$ cat src/rtl/pixel_pkg.sv
package pixel_pkg;

  // Stream geometry
  localparam int word_width  = 8;
  localparam int rows        = 4;
  localparam int kh_max      = 3;
  localparam int edge_words  = kh_max / 2;
  localparam int in_words    = rows + edge_words;
  localparam int shift_words = rows + 2 * edge_words;

  // Frame limits
  localparam int cin_max    = 4;
  localparam int cols_max   = 8;
  localparam int blocks_max = 4;
  localparam int edge_depth = cin_max * cols_max;

  // Counter and field widths
  localparam int kh2_bits       = $clog2(edge_words + 1);
  localparam int step_bits      = kh2_bits + 1;
  localparam int ci_bits        = $clog2(cin_max);
  localparam int col_bits       = $clog2(cols_max);
  localparam int blk_bits       = $clog2(blocks_max);
  localparam int edge_addr_bits = $clog2(edge_depth);
  localparam int cfg_pad_bits   =
    in_words * word_width - kh2_bits - ci_bits - col_bits - blk_bits;

  typedef logic [word_width-1:0] pixel_word_t;
  typedef pixel_word_t [in_words-1:0] pixel_words_t;
  typedef pixel_word_t [edge_words-1:0] edge_t;
  typedef pixel_word_t [rows-1:0] out_words_t;

  // Header beat with kh2 in the low bits
  typedef struct packed {
    logic [cfg_pad_bits-1:0] pad;
    logic [blk_bits-1:0]     blk_last;
    logic [col_bits-1:0]     col_last;
    logic [ci_bits-1:0]      ci_last;
    logic [kh2_bits-1:0]     kh2;
  } frame_cfg_t;

  // First beat of a frame is a header and the rest are pixels
  typedef union packed {
    frame_cfg_t   cfg;
    pixel_words_t px;
  } in_beat_u;

  // Position of one pixel beat within the frame
  typedef struct packed {
    logic                      first_blk;
    logic                      last_blk;
    logic                      frame_last;
    logic [edge_addr_bits-1:0] edge_addr;
  } beat_pos_t;

endpackage

$ cat src/rtl/pixel_frame_ctrl.sv
`timescale 1ns/100ps

module pixel_frame_ctrl (
  input  logic                             aclk,
  input  logic                             aresetn,
  input  logic                             s_valid,
  input  logic                             s_last,
  input  pixel_pkg::in_beat_u              s_data,
  input  logic                             shift_free,
  input  logic                             m_last_beat,
  output logic                             s_ready,
  output logic                             take_beat,
  output pixel_pkg::beat_pos_t             beat_pos,
  output pixel_pkg::pixel_words_t          beat_data,
  output logic [pixel_pkg::kh2_bits-1:0]   cfg_kh2
);
  import pixel_pkg::*;

  typedef enum logic [1:0] {
    st_setup,
    st_pass,
    st_drain
  } state_t;

  state_t                    state;
  frame_cfg_t                cfg_q;
  logic [ci_bits-1:0]        ci_cnt;
  logic [col_bits-1:0]       col_cnt;
  logic [blk_bits-1:0]       blk_cnt;
  logic [edge_addr_bits-1:0] addr_cnt;
  logic                      take_cfg;
  logic                      last_ci;
  logic                      last_col;

  // Input handshake
  always_comb begin
    case (state)
      st_setup: s_ready = 1'b1;
      st_pass:  s_ready = shift_free;
      default:  s_ready = 1'b0;
    endcase
  end

  assign take_cfg  = (state == st_setup) && s_valid;
  assign take_beat = (state == st_pass) && s_valid && s_ready;

  always_ff @(posedge aclk) begin
    if (!aresetn) begin
      state <= st_setup;
    end else begin
      case (state)
        st_setup: begin
          if (take_cfg) begin
            state <= st_pass;
          end
        end
        st_pass: begin
          if (take_beat && s_last) begin
            state <= st_drain;
          end
        end
        st_drain: begin
          // Wait for the final output beat of the frame
          if (m_last_beat) begin
            state <= st_setup;
          end
        end
        default: state <= st_setup;
      endcase
    end
  end

  // Header fields stay fixed for the whole frame
  always_ff @(posedge aclk) begin
    if (!aresetn) begin
      cfg_q <= '0;
    end else if (take_cfg) begin
      cfg_q <= s_data.cfg;
    end
  end

  assign cfg_kh2 = cfg_q.kh2;

  assign last_ci  = (ci_cnt == cfg_q.ci_last);
  assign last_col = (col_cnt == cfg_q.col_last);

  // Channel, then column, then block
  always_ff @(posedge aclk) begin
    if (!aresetn || state == st_setup) begin
      ci_cnt   <= '0;
      col_cnt  <= '0;
      blk_cnt  <= '0;
      addr_cnt <= '0;
    end else if (take_beat) begin
      if (last_ci) begin
        ci_cnt <= '0;
        if (last_col) begin
          col_cnt  <= '0;
          blk_cnt  <= blk_cnt + 1'b1;
          addr_cnt <= '0;
        end else begin
          col_cnt  <= col_cnt + 1'b1;
          addr_cnt <= addr_cnt + 1'b1;
        end
      end else begin
        ci_cnt   <= ci_cnt + 1'b1;
        addr_cnt <= addr_cnt + 1'b1;
      end
    end
  end

  // Position of the beat on offer is sampled by the shifter on acceptance
  always_comb begin
    beat_pos.first_blk  = (blk_cnt == '0);
    beat_pos.last_blk   = (blk_cnt == cfg_q.blk_last);
    beat_pos.frame_last = s_last;
    beat_pos.edge_addr  = addr_cnt;
  end

  // Pixel words line up with the edge memory read
  always_ff @(posedge aclk) begin
    if (take_beat) begin
      beat_data <= s_data.px;
    end
  end

endmodule

$ cat src/rtl/edge_line_ram.sv
`timescale 1ns/100ps

module edge_line_ram (
  input  logic                                 aclk,
  input  logic                                 rd_en,
  input  logic [pixel_pkg::edge_addr_bits-1:0] rd_addr,
  input  logic                                 rd_first,
  input  logic                                 wr_en,
  input  logic [pixel_pkg::edge_addr_bits-1:0] wr_addr,
  input  pixel_pkg::edge_t                     wr_data,
  output pixel_pkg::edge_t                     top_edge
);
  import pixel_pkg::*;

  edge_t mem [edge_depth];
  edge_t rd_q;
  logic  first_q;

  always_ff @(posedge aclk) begin
    if (wr_en) begin
      mem[wr_addr] <= wr_data;
    end
  end

  // Registered read port
  always_ff @(posedge aclk) begin
    if (rd_en) begin
      first_q <= rd_first;
      // One beat per block can read the entry being written on this edge
      if (wr_en && wr_addr == rd_addr) begin
        rd_q <= wr_data;
      end else begin
        rd_q <= mem[rd_addr];
      end
    end
  end

  // Rows above the first block are zero
  assign top_edge = first_q ? '0 : rd_q;

endmodule

$ cat src/rtl/window_shifter.sv
`timescale 1ns/100ps

module window_shifter (
  input  logic                                 aclk,
  input  logic                                 aresetn,
  input  logic                                 take_beat,
  input  pixel_pkg::beat_pos_t                 beat_pos,
  input  pixel_pkg::pixel_words_t              beat_data,
  input  pixel_pkg::edge_t                     top_edge,
  input  logic [pixel_pkg::kh2_bits-1:0]       cfg_kh2,
  input  logic                                 m_ready,
  output logic                                 shift_free,
  output logic                                 edge_wr_en,
  output logic [pixel_pkg::edge_addr_bits-1:0] edge_wr_addr,
  output pixel_pkg::edge_t                     edge_wr_data,
  output logic                                 m_valid,
  output pixel_pkg::out_words_t                m_data,
  output logic                                 m_last
);
  import pixel_pkg::*;

  pixel_word_t [shift_words-1:0] shift_q;
  beat_pos_t                     pos_q;
  logic [step_bits-1:0]          step;
  logic                          pend;
  logic                          last_step;
  logic                          load;
  logic                          advance;
  logic                          frame_last_q;

  assign last_step = (step == {cfg_kh2, 1'b0});
  assign advance   = m_valid && m_ready;

  // Pending beat enters once the current window is done
  assign load = pend && (!m_valid || (last_step && m_ready));

  // Hold off while stalled or while the pending slot is still occupied
  assign shift_free = (!m_valid || m_ready) && (!pend || load);

  always_ff @(posedge aclk) begin
    if (!aresetn) begin
      pend    <= 1'b0;
      m_valid <= 1'b0;
      step    <= '0;
    end else begin
      if (take_beat) begin
        pend <= 1'b1;
      end else if (load) begin
        pend <= 1'b0;
      end

      if (load) begin
        m_valid <= 1'b1;
        step    <= '0;
      end else if (advance) begin
        if (last_step) begin
          m_valid <= 1'b0;
        end else begin
          step <= step + 1'b1;
        end
      end
    end
  end

  always_ff @(posedge aclk) begin
    if (take_beat) begin
      pos_q <= beat_pos;
    end
  end

  // Top edge goes to the low words and one word moves down per step
  always_ff @(posedge aclk) begin
    if (load) begin
      shift_q      <= {beat_data, top_edge};
      frame_last_q <= pos_q.frame_last;
    end else if (advance) begin
      shift_q <= shift_q >> word_width;
    end
  end

  always_comb begin
    for (int r = 0; r < rows; r++) begin
      m_data[r] = shift_q[r + edge_words - int'(cfg_kh2)];
    end
  end

  assign m_last = m_valid && last_step && frame_last_q;

  // Bottom rows of this block become the top edge of the next
  assign edge_wr_en   = load && !pos_q.last_blk;
  assign edge_wr_addr = pos_q.edge_addr;
  assign edge_wr_data = beat_data[rows-1:rows-edge_words];

endmodule

$ cat src/rtl/axis_pixels.sv
`timescale 1ns/100ps

module axis_pixels (
  input  logic                  aclk,
  input  logic                  aresetn,
  input  logic                  s_valid,
  output logic                  s_ready,
  input  logic                  s_last,
  input  pixel_pkg::in_beat_u   s_data,
  output logic                  m_valid,
  input  logic                  m_ready,
  output pixel_pkg::out_words_t m_data,
  output logic                  m_last
);
  import pixel_pkg::*;

  logic                      take_beat;
  logic                      shift_free;
  logic                      m_last_beat;
  logic                      edge_wr_en;
  logic [edge_addr_bits-1:0] edge_wr_addr;
  logic [kh2_bits-1:0]       cfg_kh2;
  beat_pos_t                 beat_pos;
  pixel_words_t              beat_data;
  edge_t                     top_edge;
  edge_t                     edge_wr_data;

  // Frame ends when its final output beat is taken
  assign m_last_beat = m_valid && m_ready && m_last;

  pixel_frame_ctrl ctrl0 (
    .aclk        (aclk),
    .aresetn     (aresetn),
    .s_valid     (s_valid),
    .s_last      (s_last),
    .s_data      (s_data),
    .shift_free  (shift_free),
    .m_last_beat (m_last_beat),
    .s_ready     (s_ready),
    .take_beat   (take_beat),
    .beat_pos    (beat_pos),
    .beat_data   (beat_data),
    .cfg_kh2     (cfg_kh2)
  );

  edge_line_ram ram0 (
    .aclk     (aclk),
    .rd_en    (take_beat),
    .rd_addr  (beat_pos.edge_addr),
    .rd_first (beat_pos.first_blk),
    .wr_en    (edge_wr_en),
    .wr_addr  (edge_wr_addr),
    .wr_data  (edge_wr_data),
    .top_edge (top_edge)
  );

  window_shifter shift0 (
    .aclk         (aclk),
    .aresetn      (aresetn),
    .take_beat    (take_beat),
    .beat_pos     (beat_pos),
    .beat_data    (beat_data),
    .top_edge     (top_edge),
    .cfg_kh2      (cfg_kh2),
    .m_ready      (m_ready),
    .shift_free   (shift_free),
    .edge_wr_en   (edge_wr_en),
    .edge_wr_addr (edge_wr_addr),
    .edge_wr_data (edge_wr_data),
    .m_valid      (m_valid),
    .m_data       (m_data),
    .m_last       (m_last)
  );

endmodule

$ cat config.mk
export PLATFORM = sky130hd
export DESIGN_NAME = axis_pixels
export DESIGN_NICKNAME = d
export VERILOG_FILES = /design/src/rtl/pixel_pkg.sv /design/src/rtl/pixel_frame_ctrl.sv /design/src/rtl/edge_line_ram.sv /design/src/rtl/window_shifter.sv /design/src/rtl/axis_pixels.sv
export SDC_FILE = /design/constraint.sdc
export NUM_CORES = 1
export LEC_CHECK = 0
export BUFFER_PORTS_ARGS = -buffer_cell sky130_fd_sc_hd__buf_2
export CORE_MARGIN = 8
export CORE_UTILIZATION = 66
export DETAILED_ROUTE_END_ITERATION = 10
export PLACE_DENSITY = 0.83
export SLEW_MARGIN = 20
export SYNTH_ARGS = -nofsm -noshare
export SYNTH_HDL_FRONTEND = slang
export SYNTH_HIERARCHICAL = 1
export SYNTH_SLANG_ARGS = --single-unit
$ cat constraint.sdc
create_clock -name aclk -period 4.2 [get_ports aclk]
set_input_delay 0.84 -clock aclk [delete_from_list [all_inputs] [get_ports aclk]]
set_output_delay 0.84 -clock aclk [all_outputs]
set_load 0.05 [all_outputs]
# Word level (Yosys, flattened, before mapping)
# Memories as Yosys holds them, arrays and structs flattened. A register that Yosys moved wholly into a read port is not among the register bits.
# Cells that the tools add are included.
[classes] addsub=9 order_cmp=4 n_eq_ne=9 n_mux=31 n_bitwise=2 reduce_logical=31
[ops] op="$lt 32x5->1 const B" count=4
[ops] op="$bmux 8 s3" count=4
[ops] op="$mux 48" count=2
[ops] op="$mux 8" count=9
[ops] op="$logic_and 1x1->1" count=12
[ops] op="$mux 5" count=2
[ops] op="$mux 2" count=4
[ops] op="$mux 1" count=7
[ops] op="$add 2x1->2 const B" count=3
[ops] op="$eq 2x2->1" count=3
[ops] op="$pmux 2 s3" count=1
[ops] op="$reduce_and 2->1" count=3
[ops] op="$reduce_and 3->1" count=2
[ops] op="$reduce_bool 2->1" count=3
[ops] op="$sub 2x1->3 const A" count=2
[ops] op="$add 5x1->5 const B" count=1
[ops] op="$logic_not 1->1" count=4
[ops] op="$logic_not 2->1" count=2
[ops] op="$logic_or 1x1->1" count=4
[ops] op="$ne 2x1->1 const B" count=2
[ops] op="$sub 3x1->4 const A" count=1
[ops] op="$add 3x1->3 const B" count=1
[ops] op="$eq 3x3->1" count=1
[ops] op="$mux 3" count=1
[ops] op="7 further kinds" count=8
[word_totals] reg_bits=123 mem_bits_rw=256 word_cells=115 n_memories=1
[memory_table] name="ram0.mem" depth=32 word_bits=8 read_ports=1 rd_clocked_by_memory_dff=1 wr=1 line_no="edge_line_ram.sv:15" text="edge_t mem [edge_depth];"

# Longest topological paths before layout
# Gate-level depths: netlist (run 1).
[logic_depth] depth_word=11 depth_mapped=11

# Cells and area by module
# Netlist (run 1), hierarchy kept.
[by_module_without_submodules] module="edge_line_ram" n_inst=1 cells_each=540 area_each_um2=10641.5 seq_area_each_um2=7957.6
[by_module_without_submodules] module="window_shifter" n_inst=1 cells_each=189 area_each_um2=3109.2 seq_area_each_um2=1761.7
[by_module_without_submodules] module="pixel_frame_ctrl" n_inst=1 cells_each=149 area_each_um2=2272.2 seq_area_each_um2=1641.6
[by_module_without_submodules] module="axis_pixels" n_inst=1 cells_each=1 area_each_um2=6.3 seq_area_each_um2=0.0

# Worst setup path before layout (run 1)
# Ideal clock, no wire load.
[synth_path] path_kind="input to register" startpoint="input m_ready" endpoint="memory ram0/mem[0][0] in the netlist's numbering (enable)" setup_time_ns=0.370 arrival_ns=2.424 slack_ns=1.406 cell_stages=7 path_buffers=3 path_cell_list="a31oi_4 -> buf_6 -> buf_12 -> nor2_1 -> or3b_2 -> clkbuf_1 -> nor2_1"
[synth_via] elab_chain_len=6
[synth_rtl] element="from (decl)" line_no="axis_pixels.sv:11" text="input logic m_ready,"
[synth_rtl] element="$logic_and 1x1->1" line_no="window_shifter.sv:35" text="assign load = pend && (!m_valid || (last_step && m_ready));"
[synth_rtl] element="$logic_or 1x1->1" line_no="window_shifter.sv:35"
[synth_rtl] element="$logic_and 1x1->1" line_no="window_shifter.sv:35"
[synth_rtl] element="$logic_and 1x1->1" line_no="window_shifter.sv:90" text="assign edge_wr_en = load && !pos_q.last_blk;"
[synth_rtl] element="via edge_wr_en" line_no="axis_pixels.sv:20" text="logic edge_wr_en;"
[synth_rtl] element="$mux 1" line_no="edge_line_ram.sv:20" text="if (wr_en) begin"
[synth_rtl] element="$mux 1 (not written as such)" line_no="edge_line_ram.sv:21" text="mem[wr_addr] <= wr_data;"
[synth_rtl] element="to (decl)" line_no="edge_line_ram.sv:15"
# The timed path passes the listed nets, and every way through them passes these cells.

# Worst setup path after layout (run 1)
[layout_path] startpoint="register ctrl0.cfg_q, in the netlist ctrl0/cfg_kh2" endpoint="output s_ready"
[layout_via] elab_chain_len=7
[layout_rtl] element="from (decl)" line_no="pixel_frame_ctrl.sv:26" text="frame_cfg_t cfg_q;"
[layout_rtl] element="from (signal assigned)" line_no="pixel_frame_ctrl.sv:78" text="cfg_q <= s_data.cfg;"
[layout_rtl] element="$eq 2x2->1" line_no="window_shifter.sv:31" text="assign last_step = (step == {cfg_kh2, 1'b0});"
[layout_rtl] element="$logic_and 1x1->1" line_no="window_shifter.sv:35"
[layout_rtl] element="$logic_or 1x1->1" line_no="window_shifter.sv:35"
[layout_rtl] element="$logic_and 1x1->1" line_no="window_shifter.sv:35"
[layout_rtl] element="$logic_or 1x1->1" line_no="window_shifter.sv:38" text="assign shift_free = (!m_valid || m_ready) && (!pend || load);"
[layout_rtl] element="$logic_and 1x1->1" line_no="window_shifter.sv:38"
[layout_rtl] element="via shift_free" line_no="axis_pixels.sv:18" text="logic shift_free;"
[layout_rtl] element="$pmux 1 s2" line_no="pixel_frame_ctrl.sv:37" text="case (state)"
[layout_rtl] element="to (decl)" line_no="axis_pixels.sv:7" text="output logic s_ready,"
# The timed path passes the listed nets, and every way through them passes these cells.

==> results.ini, run 1 <==
[worst_setup_path]
cp_max_fo = 34
crit_path_start_kind = flip-flop
required_ps = 3360
crit_family = buffers and inverters
cp_slowest_cell = buf_4
cpPeakStageDelay_ps = 440
cp.arrival_ps = 2400
cp_num_buf_inv = 3
worstPathCellList = buf_4 > xor2_1 > o21ai_0 > a21bo_2 > inv_1 > a21oi_1 > buf_2
endpoint_kind = output pin
worstSetupPathType = flip-flop to output pin

[global_routing]
gr-usage-met2 = 0.360
first_global_vias = 8420
grt_max_degree = 65
met3_usage = 0.0448
antenna_found_initial = 1
use_met1 = 0.314
grt-ovfl-total = 0
grt_pass1_wl_mm = 50.1
grt-busiest-layer = met2
grt.total_usage = 0.228

[synthesis]
synth_cell_types = 58
synth_edf_count = 361
ys_async_sr_fraction = 0
synth-simple-area-share = 0.0485
ys_seq_area_frac = 0.709
synth_ff_type = edfxtp_1
yosys.area.top_type_share = 0.676
syn_avg_cell_area_um2 = 18.2
ys_ff_latch = 387
syn_inst = 879
synth_top_cell_by_area = edfxtp_1
ys.warnings.count = 6
synthesis.area_mm2 = 0.0160
synth_mux_area_frac = 0.160
synthTopCellsByArea = edfxtp_1 68%, mux4_2 3.8%, mux2_2 3.7%
yosys.area_share.xor_xnor = 0.0130
synth_compound_area_frac = 0.0378
synth_top_family_by_area = multiplexers
yosys.area_share.adder = 0.00234
syn_nets = 927

[timing]
tightest_slew_ps = 892
max_freq_ghz = 0.309
fin_worst_skew_ps = 21.8
period_minus_slack_ps = 3240
finalSetupViolCount = 0
finalMaxSlewViolations = 0
tns_ps = 0
hold_viol_final = 0
relSlewSlack = 0.403
rsz0062_at_grt = no
period_share = 0.770

[clock_network]
clk_pin_slew_ps = 60
cts_buffers = 39
cts_tree = done
hold_buffers = 0
cts_num_sinks = 387
cts_buffer_depth = 3
ctsResizeCount = 0
postCtsSetupBuffers = 0
htree_levels = 2
clock-root-buffer = clkbuf_16
insertion_delay_ps = 530

[floorplanning]
chipWidth_um = 172
die_h_um = 172
rows = 57
initial_core_util = 0.665
die_area_mm2 = 0.0295
core_mm2 = 0.0241
io_pins = 80

[finish]
area_growth_syn_to_layout_pct = 11.4
drive_gt1_frac = 0.287
final_common_cell = edfxtp_1
nets = 1009
final_cell_mix = 361 x edfxtp_1, 79 x buf_2, 53 x mux2i_1, 53 x mux2_2, 44 x nor2_1
antenna_cells = 0

[placement]
gp_congestion = 0.905
dpl.hpwl_mm = 20.3
io_buffers = 79

[routing]
routed-via-count = 8313
vias_per_cell = 6.32
antenna_left = 0
routedWlPerCell_um = 25.4
drt-initial-drc-count = 948
routed_wl_mm = 33.4
drc = 0
dr.pass1.iters = 6

[power]
power_density_mw_per_mm2 = 457
max-vdd-ir-drop_mv = 0.389
leakage_nw = 5.81
p_total_w = 0.00816

[run_status]
status = finished, final reports clean

[run]
max-cap-violations = 0

[worst_hold_path]
min_path_type = flip-flop to flip-flop

## logic make-up (layout without fill, tap and decap cells)
logic type | Yosys count | count (layout)
xor+xnor | 20 | 20
flops | 387 | 387
mux | 177 | 177
simple gates | 142 | 142
fa+ha+maj | 3 | 3
compound gates | 85 | 85
buf+inv | 65 | 177
## power breakdown
group	internal [W]	switching [W]	leakage (nW)	total [W]
clock network	0.00207	0.00142	0.623	0.00349
registers	0.00426	0.0000391	3.47	0.00430
logic	0.000134	0.000238	1.72	0.000372
## metal layers
layer / vias to the layer above / share of wire
met5: - / 0.00036
met4: 2 / 0.034
met3: 83 / 0.090
met2: 458 / 0.47
met1: 4136 / 0.40
li1: 3634 / -
## sequential cells by signal, summed over array words and instances, names as in the netlist, 3 cells and up
register,cells
ram0/mem,256
shift0/shift_q,48
shift0/edge_wr_addr,5
ram0/rd_q,8
ctrl0/addr_cnt,5
ctrl0/cfg_q,7
ctrl0/col_cnt,3
ctrl0/beat_data,40
## final timing paths
check	cells after the start	to	startpoint	slack (ps)
max	7	s_ready	ctrl0/cfg_kh2	960
max reg2reg	9	ctrl0/addr_cnt[3]	ctrl0/cfg_kh2	1220
min	0	shift0/frame_last_q	shift0/pos_q[5]	420
min reg2reg	0	shift0/frame_last_q	shift0/pos_q[5]	420
## synthesized netlist by cell type, drive strengths merged (3+ instances only)
cell type,count
nor2b,28
or3,3
nor2,44
a211oi,7
a21oi,22
mux4,42
nand3b,6
mux2,82
xnor2,8
a221oi,8
o41ai,7
ha,3
and2,12
edfxtp,361
nand2,16
o21ai,9
buf,49
nand3,15
nor3b,4
xor2,12
mux2i,53
or3b,3
nand4,4
a2bb2oi,8
dfxtp,26
a22oi,15
inv,5
clkbuf,10
## through the flow
step | utilization | instances | cell area [um2] | setup slack [ps] | hold WS, ps
global route | 0.741 | 1315 | 17900 | 814 | 432
finish | 0.741 | 1315 | 17900 | 965 | 423
global placement | 0.686 | 1243 | 16500 | 1250 | 402
CTS | 0.741 | 1315 | 17900 | 968 | 426
detailed placement | 0.688 | 1244 | 16600 | 1150 | 409
floorplan | - | 879 | 16000 | 1410 | 400
## layout make-up
| class | count | area, um2 |
|---|---|---|
| clock buffers | 50 | 1040 |
| fillers | 1363 | 6240 |
| clock inverters | 21 | 251 |
| repair buffers | 100 | 573 |
| inverters | 6 | 30.0 |
| multi-input cells | 427 | 4200 |
| flip-flops and latches | 387 | 11400 |
| well taps | 324 | 405 |
## worst register-to-register path, delay by kind of cell (launching register included)
family                 cells  cell delay [ps]
XOR/XNOR                   1              200
AO/OA/AOI/OAI              3              850
flip-flops                 1              370
AND/OR/NAND/NOR            3              500
buffers and inverters      2              920
Note: power is estimated with default switching activity, not from simulation.
==> run 2: changes to the inputs <==
--- a/config.mk
+++ b/config.mk
@@ -7,9 +7,9 @@
 export LEC_CHECK = 0
 export BUFFER_PORTS_ARGS = -buffer_cell sky130_fd_sc_hd__buf_2
 export CORE_MARGIN = 8
-export CORE_UTILIZATION = 66
+export CORE_UTILIZATION = 61
 export DETAILED_ROUTE_END_ITERATION = 10
-export PLACE_DENSITY = 0.83
+export PLACE_DENSITY = 0.77
 export SLEW_MARGIN = 20
 export SYNTH_ARGS = -nofsm -noshare
 export SYNTH_HDL_FRONTEND = slang
==> constraint.sdc (replaced) <==
create_clock -name aclk -period 3.2 [get_ports aclk]
set_input_delay 0.64 -clock aclk [delete_from_list [all_inputs] [get_ports aclk]]
set_output_delay 0.64 -clock aclk [all_outputs]
set_load 0.05 [all_outputs]
==> results.ini, run 2 (synthesized netlist as in run 1, its figures left out) <==
[routing]
drc = 0  ; unchanged
routed_wl_mm = 31.6  ; -5.7%
antenna_left = 0  ; unchanged
drt-initial-drc-count = 888  ; -6.3%
dr.pass1.iters = 5  ; -1
vias_per_cell = 6.08  ; -3.8%
routed-via-count = 8155  ; -1.9%
routedWlPerCell_um = 23.5  ; -7.5%

[clock_network]
clock-root-buffer = clkbuf_16
postCtsSetupBuffers = 0  ; unchanged
cts_tree = done
cts_buffers = 39  ; unchanged
cts_buffer_depth = 3  ; unchanged
ctsResizeCount = 0  ; unchanged
insertion_delay_ps = 520  ; about the same
clk_pin_slew_ps = 60  ; about the same
cts_num_sinks = 387  ; unchanged
htree_levels = 2  ; unchanged
hold_buffers = 0  ; unchanged

[finish]
ff_latch_area_mm2 = 0.0114  ; unchanged
area_growth_syn_to_layout_pct = 11.6
fillers = 1599  ; +17%
largest_reg_flops = 256  ; unchanged
nets = 1027  ; +1.8%
antenna_cells = 0  ; unchanged
final_cell_mix = 361 x edfxtp_1, 79 x buf_2, 53 x mux2i_1, 53 x mux2_2, 44 x nor2_1
reg.largest.list = ram0/mem: 256 flops, shift0/shift_q: 48 flops, ctrl0/beat_data: 40 flops
largest_register = ram0/mem
multiInputGateArea_mm2 = 0.00420  ; unchanged
drive_gt1_frac = 0.296  ; +0.00964
utilization = 0.691  ; -0.0504
final_common_cell = edfxtp_1

[power]
p_comb_frac = 0.047  ; about the same
seq_power_share = 0.543  ; +0.016
switching_share = 0.205  ; -0.00330
max-vdd-ir-drop_mv = 0.553  ; +42%
pwr-share-clk = 0.410  ; -0.018
power_density_mw_per_mm2 = 580  ; +27%
p_int_w = 0.00825  ; +28%
p_sw_w = 0.00212  ; +25%
leakage_nw = 5.85  ; +0.70%

[worst_setup_path]
crit_path_start_kind = flip-flop
endpoint_kind = output pin
cp.arrival_ps = 2360  ; -40 ps
worstSetupPathType = flip-flop to output pin
cp_max_fo = 34  ; unchanged
required_ps = 2560  ; -800 ps

[placement]
io_buffers = 79  ; unchanged
gp_congestion = 0.847  ; -6.5%
dp_slack_ps = 372  ; -776 ps
dpl.hpwl_mm = 20.1  ; -1.1%

[floorplanning]
chipWidth_um = 178  ; +3.6%
io_pins = 80  ; unchanged
die_area_mm2 = 0.0317  ; +7.4%
rows = 59  ; +3.5%
initial_core_util = 0.619  ; -0.0463
die_h_um = 178  ; +3.6%
core_mm2 = 0.0259  ; +7.5%

[run]
max-cap-violations = 0  ; unchanged

[global_routing]
grt-ovfl-total = 0  ; unchanged
grt_max_degree = 50  ; -23%
antenna_found_initial = 0  ; -1
grt_pass1_wl_mm = 48.5  ; -3.2%
first_global_vias = 8289  ; -1.6%
grt.total_usage = 0.200  ; -0.0271

[timing]
fin_worst_skew_ps = 18.7  ; -3.04 ps
rsz0062_at_grt = no
period_share = 0.937
tns_ps = 0  ; unchanged
finalSetupViolCount = 0  ; unchanged
max_freq_ghz = 0.333
finalMaxSlewViolations = 0  ; unchanged
tightest_slew_ps = 817  ; -75.1 ps
setup_slack_ps = 201  ; -764 ps
hold_viol_final = 0  ; unchanged
period_minus_slack_ps = 3000
relSlewSlack = 0.453  ; +0.0502

[worst_hold_path]
min_path_type = primary input to flip-flop

[run_status]
status = finished, final reports clean

## run 2: layer usage
layer  GRT usage  vias to the layer above  share of wire
li1            -                     3668              -
met1       0.275                     4108           0.41
met2       0.328                      316           0.49
met3      0.0324                       63          0.075
met4      0.0608                        0          0.023
met5           0                        -              0
## run 2: final cells by class
cell class / instances / area share
Timing Repair Buffer: 118 / 0.0385
Tap cell: 335 / 0.0234
Clock buffer: 47 / 0.0562
Inverter: 6 / 0.00168
Clock inverter: 21 / 0.0104
Sequential cell: 387 / 0.635
Multi-Input combinational cell: 427 / 0.235
## run 2: per-stage QoR
stage	cells	power [W]	hold WS, ps	area [um2]
after floorplan	879	0.00610	400	16000
after global placement	1273	0.00622	412	16700
after detailed placement	1273	0.00623	422	16700
after CTS	1341	0.0105	281	17900
after global routing	1341	0.0107	278	17900
final	1341	0.0104	302	17900
## run 2: critical path: stages, from the launching register on
cell	delay, ps
dfxtp_1	370
buf_4	410
xor2_1	180
o21ai_0	190
a21bo_2	200
inv_1	50
a21oi_1	140
buf_2	290
## run 2: final timing paths
| path | start | endpoint | slack [ps] | cells after the start |
|---|---|---|---|---|
| worst min-delay path | s_data[9] | ctrl0/beat_data[9] | 300 | 1 |
| worst max-delay path | ctrl0/cfg_kh2 | s_ready | 200 | 7 |
| worst max register to register | ctrl0/cfg_kh2 | ctrl0/addr_cnt[4] | 520 | 9 |
| worst min register to register | shift0/pos_q[5] | shift0/frame_last_q | 420 | 0 |
## run 2: power groups by stage
| stage | logic [W] | clock network, W | registers, W |
|---|---|---|---|
| 6_report | 0.000484 | 0.00425 | 0.00563 |
| 5_1_grt | 0.000514 | 0.00453 | 0.00564 |
| 4_1_cts | 0.000489 | 0.00433 | 0.00563 |
| 3_5_place_dp | 0.000486 | 0 | 0.00574 |
| 2_1_floorplan | 0.000376 | 0 | 0.00572 |
| 3_3_place_gp | 0.000479 | 0 | 0.00574 |
==> run 3: changes to the inputs <==
--- a/config.mk
+++ b/config.mk
@@ -9,6 +9,7 @@
 export CORE_MARGIN = 8
 export CORE_UTILIZATION = 61
 export DETAILED_ROUTE_END_ITERATION = 10
+export MAX_ROUTING_LAYER = met4
 export PLACE_DENSITY = 0.77
 export SLEW_MARGIN = 20
 export SYNTH_ARGS = -nofsm -noshare
==> results.ini, run 3 (synthesized netlist as in run 1, its figures left out) <==
[clock_network]
insertion_delay_ps = 520  ; about the same
htree_levels = 2  ; unchanged
hold_buffers = 0  ; unchanged
cts_tree = done
clk_pin_slew_ps = 60  ; about the same
cts_num_sinks = 387  ; unchanged
postCtsSetupBuffers = 0  ; unchanged
clock-root-buffer = clkbuf_16
cts_buffer_depth = 3  ; unchanged
cts_buffers = 39  ; unchanged
ctsResizeCount = 0  ; unchanged

[finish]
ff_latch_area_mm2 = 0.0114  ; unchanged
fillers = 1599  ; unchanged
drive_gt1_frac = 0.296  ; unchanged
largest_register = ram0/mem
final_common_cell = edfxtp_1
final_cell_mix = 361 x edfxtp_1, 79 x buf_2, 53 x mux2i_1, 53 x mux2_2, 44 x nor2_1
largest_reg_flops = 256  ; unchanged
antenna_cells = 0  ; unchanged
utilization = 0.691  ; unchanged
reg.largest.list = ram0/mem: 256 flops, shift0/shift_q: 48 flops, ctrl0/beat_data: 40 flops
multiInputGateArea_mm2 = 0.00420  ; unchanged
area_growth_syn_to_layout_pct = 11.6  ; unchanged
nets = 1027  ; unchanged

[floorplanning]
io_pins = 80  ; unchanged
die_h_um = 178  ; unchanged
initial_core_util = 0.619  ; unchanged
chipWidth_um = 178  ; unchanged
rows = 59  ; unchanged
die_area_mm2 = 0.0317  ; unchanged
core_mm2 = 0.0259  ; unchanged

[timing]
finalSetupViolCount = 0  ; unchanged
rsz0062_at_grt = no
relSlewSlack = 0.462  ; +0.00909
tightest_slew_ps = 804  ; -13.6 ps
max_freq_ghz = 0.336  ; +0.90%
holdWs_ps = 302  ; -0.636 ps
period_share = 0.929  ; -0.00837
period_minus_slack_ps = 2970  ; -26.8 ps
hold_viol_final = 0  ; unchanged
tns_ps = 0  ; unchanged
fin_worst_skew_ps = 20.4  ; +1.63 ps
finalMaxSlewViolations = 0  ; unchanged

[routing]
antenna_left = 0  ; unchanged
routed-via-count = 8233  ; +0.96%
drc = 0  ; unchanged
vias_per_cell = 6.14  ; +0.96%
dr.pass1.iters = 6  ; +1
routed_wl_mm = 31.6  ; +0.27%
drt-initial-drc-count = 953  ; +7.3%
routedWlPerCell_um = 23.6  ; +0.27%

[placement]
io_buffers = 79  ; unchanged
dpl.hpwl_mm = 20.1  ; unchanged
gp_congestion = 0.860  ; +1.6%

[worst_hold_path]
hold_depth = 1  ; unchanged
hold_start = s_data[9]
min_path_type = primary input to flip-flop

[power]
leakage_nw = 5.85  ; unchanged
max-vdd-ir-drop_mv = 0.554  ; +0.17%
power_density_mw_per_mm2 = 580  ; about the same

[run]
max-cap-violations = 0  ; unchanged

[worst_setup_path]
startpoint = ctrl0/cfg_kh2
worstSetupPathType = flip-flop to output pin
endpoint_kind = output pin
path_depth = 7  ; unchanged
crit_path_start_kind = flip-flop
cp_max_fo = 34  ; unchanged
rr_startpoint = ctrl0/cfg_kh2
cpPeakStageDelay_ps = 410  ; about the same
cp.arrival_ps = 2330  ; -30 ps
cp_num_buf_inv = 3  ; unchanged
crit_family = buffers and inverters
reg2reg_depth = 9  ; unchanged
worstPathCellList = buf_4 > xor2_1 > o21ai_0 > a21bo_2 > inv_1 > a21oi_1 > buf_2
required_ps = 2560  ; about the same
cp_slowest_cell = buf_4

[global_routing]
first_global_vias = 8275  ; -0.17%
grt.total_usage = 0.207  ; +0.00639
grt_max_degree = 50  ; unchanged
antenna_found_initial = 0  ; unchanged
grt-ovfl-total = 0  ; unchanged
grt_pass1_wl_mm = 48.5  ; about the same

[run_status]
status = finished, final reports clean

[run 3: path summary, 6_finish.rpt]
check,slack (ps),endpoint
hold reg to reg,430,shift0/frame_last_q
hold / removal,300,ctrl0/beat_data[9]
setup / recovery,230,s_ready
setup reg to reg,520,ctrl0/addr_cnt[4]
[run 3: area by class of cell]
type                            instances  area share
Clock buffer                           47      0.0562
Clock inverter                         21      0.0104
Inverter                                6     0.00168
Multi-Input combinational cell        427       0.235
Sequential cell                       387       0.635
Tap cell                              335      0.0234
Timing Repair Buffer                  118      0.0385
[run 3: routing by layer]
metal | part of all wire | vias up | track usage
met5 | 0 | - | -
met4 | 0.025 | 0 | 0.0608
met3 | 0.077 | 69 | 0.0324
met2 | 0.49 | 356 | 0.327
met1 | 0.41 | 4144 | 0.277
li1 | - | 3664 | -
[run 3: metrics by stage]
step | setup slack [ps] | instance area, um2 | std cells | total power, W
5_1_grt | 2.12 | 17900 | 1341 | 0.0107
2_1_floorplan | 474 | 16000 | 879 | 0.00610
3_3_place_gp | 517 | 16700 | 1273 | 0.00622
6_report | 227 | 17900 | 1341 | 0.0104
3_5_place_dp | 372 | 16700 | 1273 | 0.00623
4_1_cts | 197 | 17900 | 1341 | 0.0105
[run 3: power by group]
part	internal, W	total [W]	switching [W]	leakage, nW
registers	0.00559	0.00563	0.0000437	3.47
clock network	0.00248	0.00425	0.00177	0.576
logic	0.000176	0.000484	0.000309	1.81
total	0.00825	0.0104	0.00212	5.85
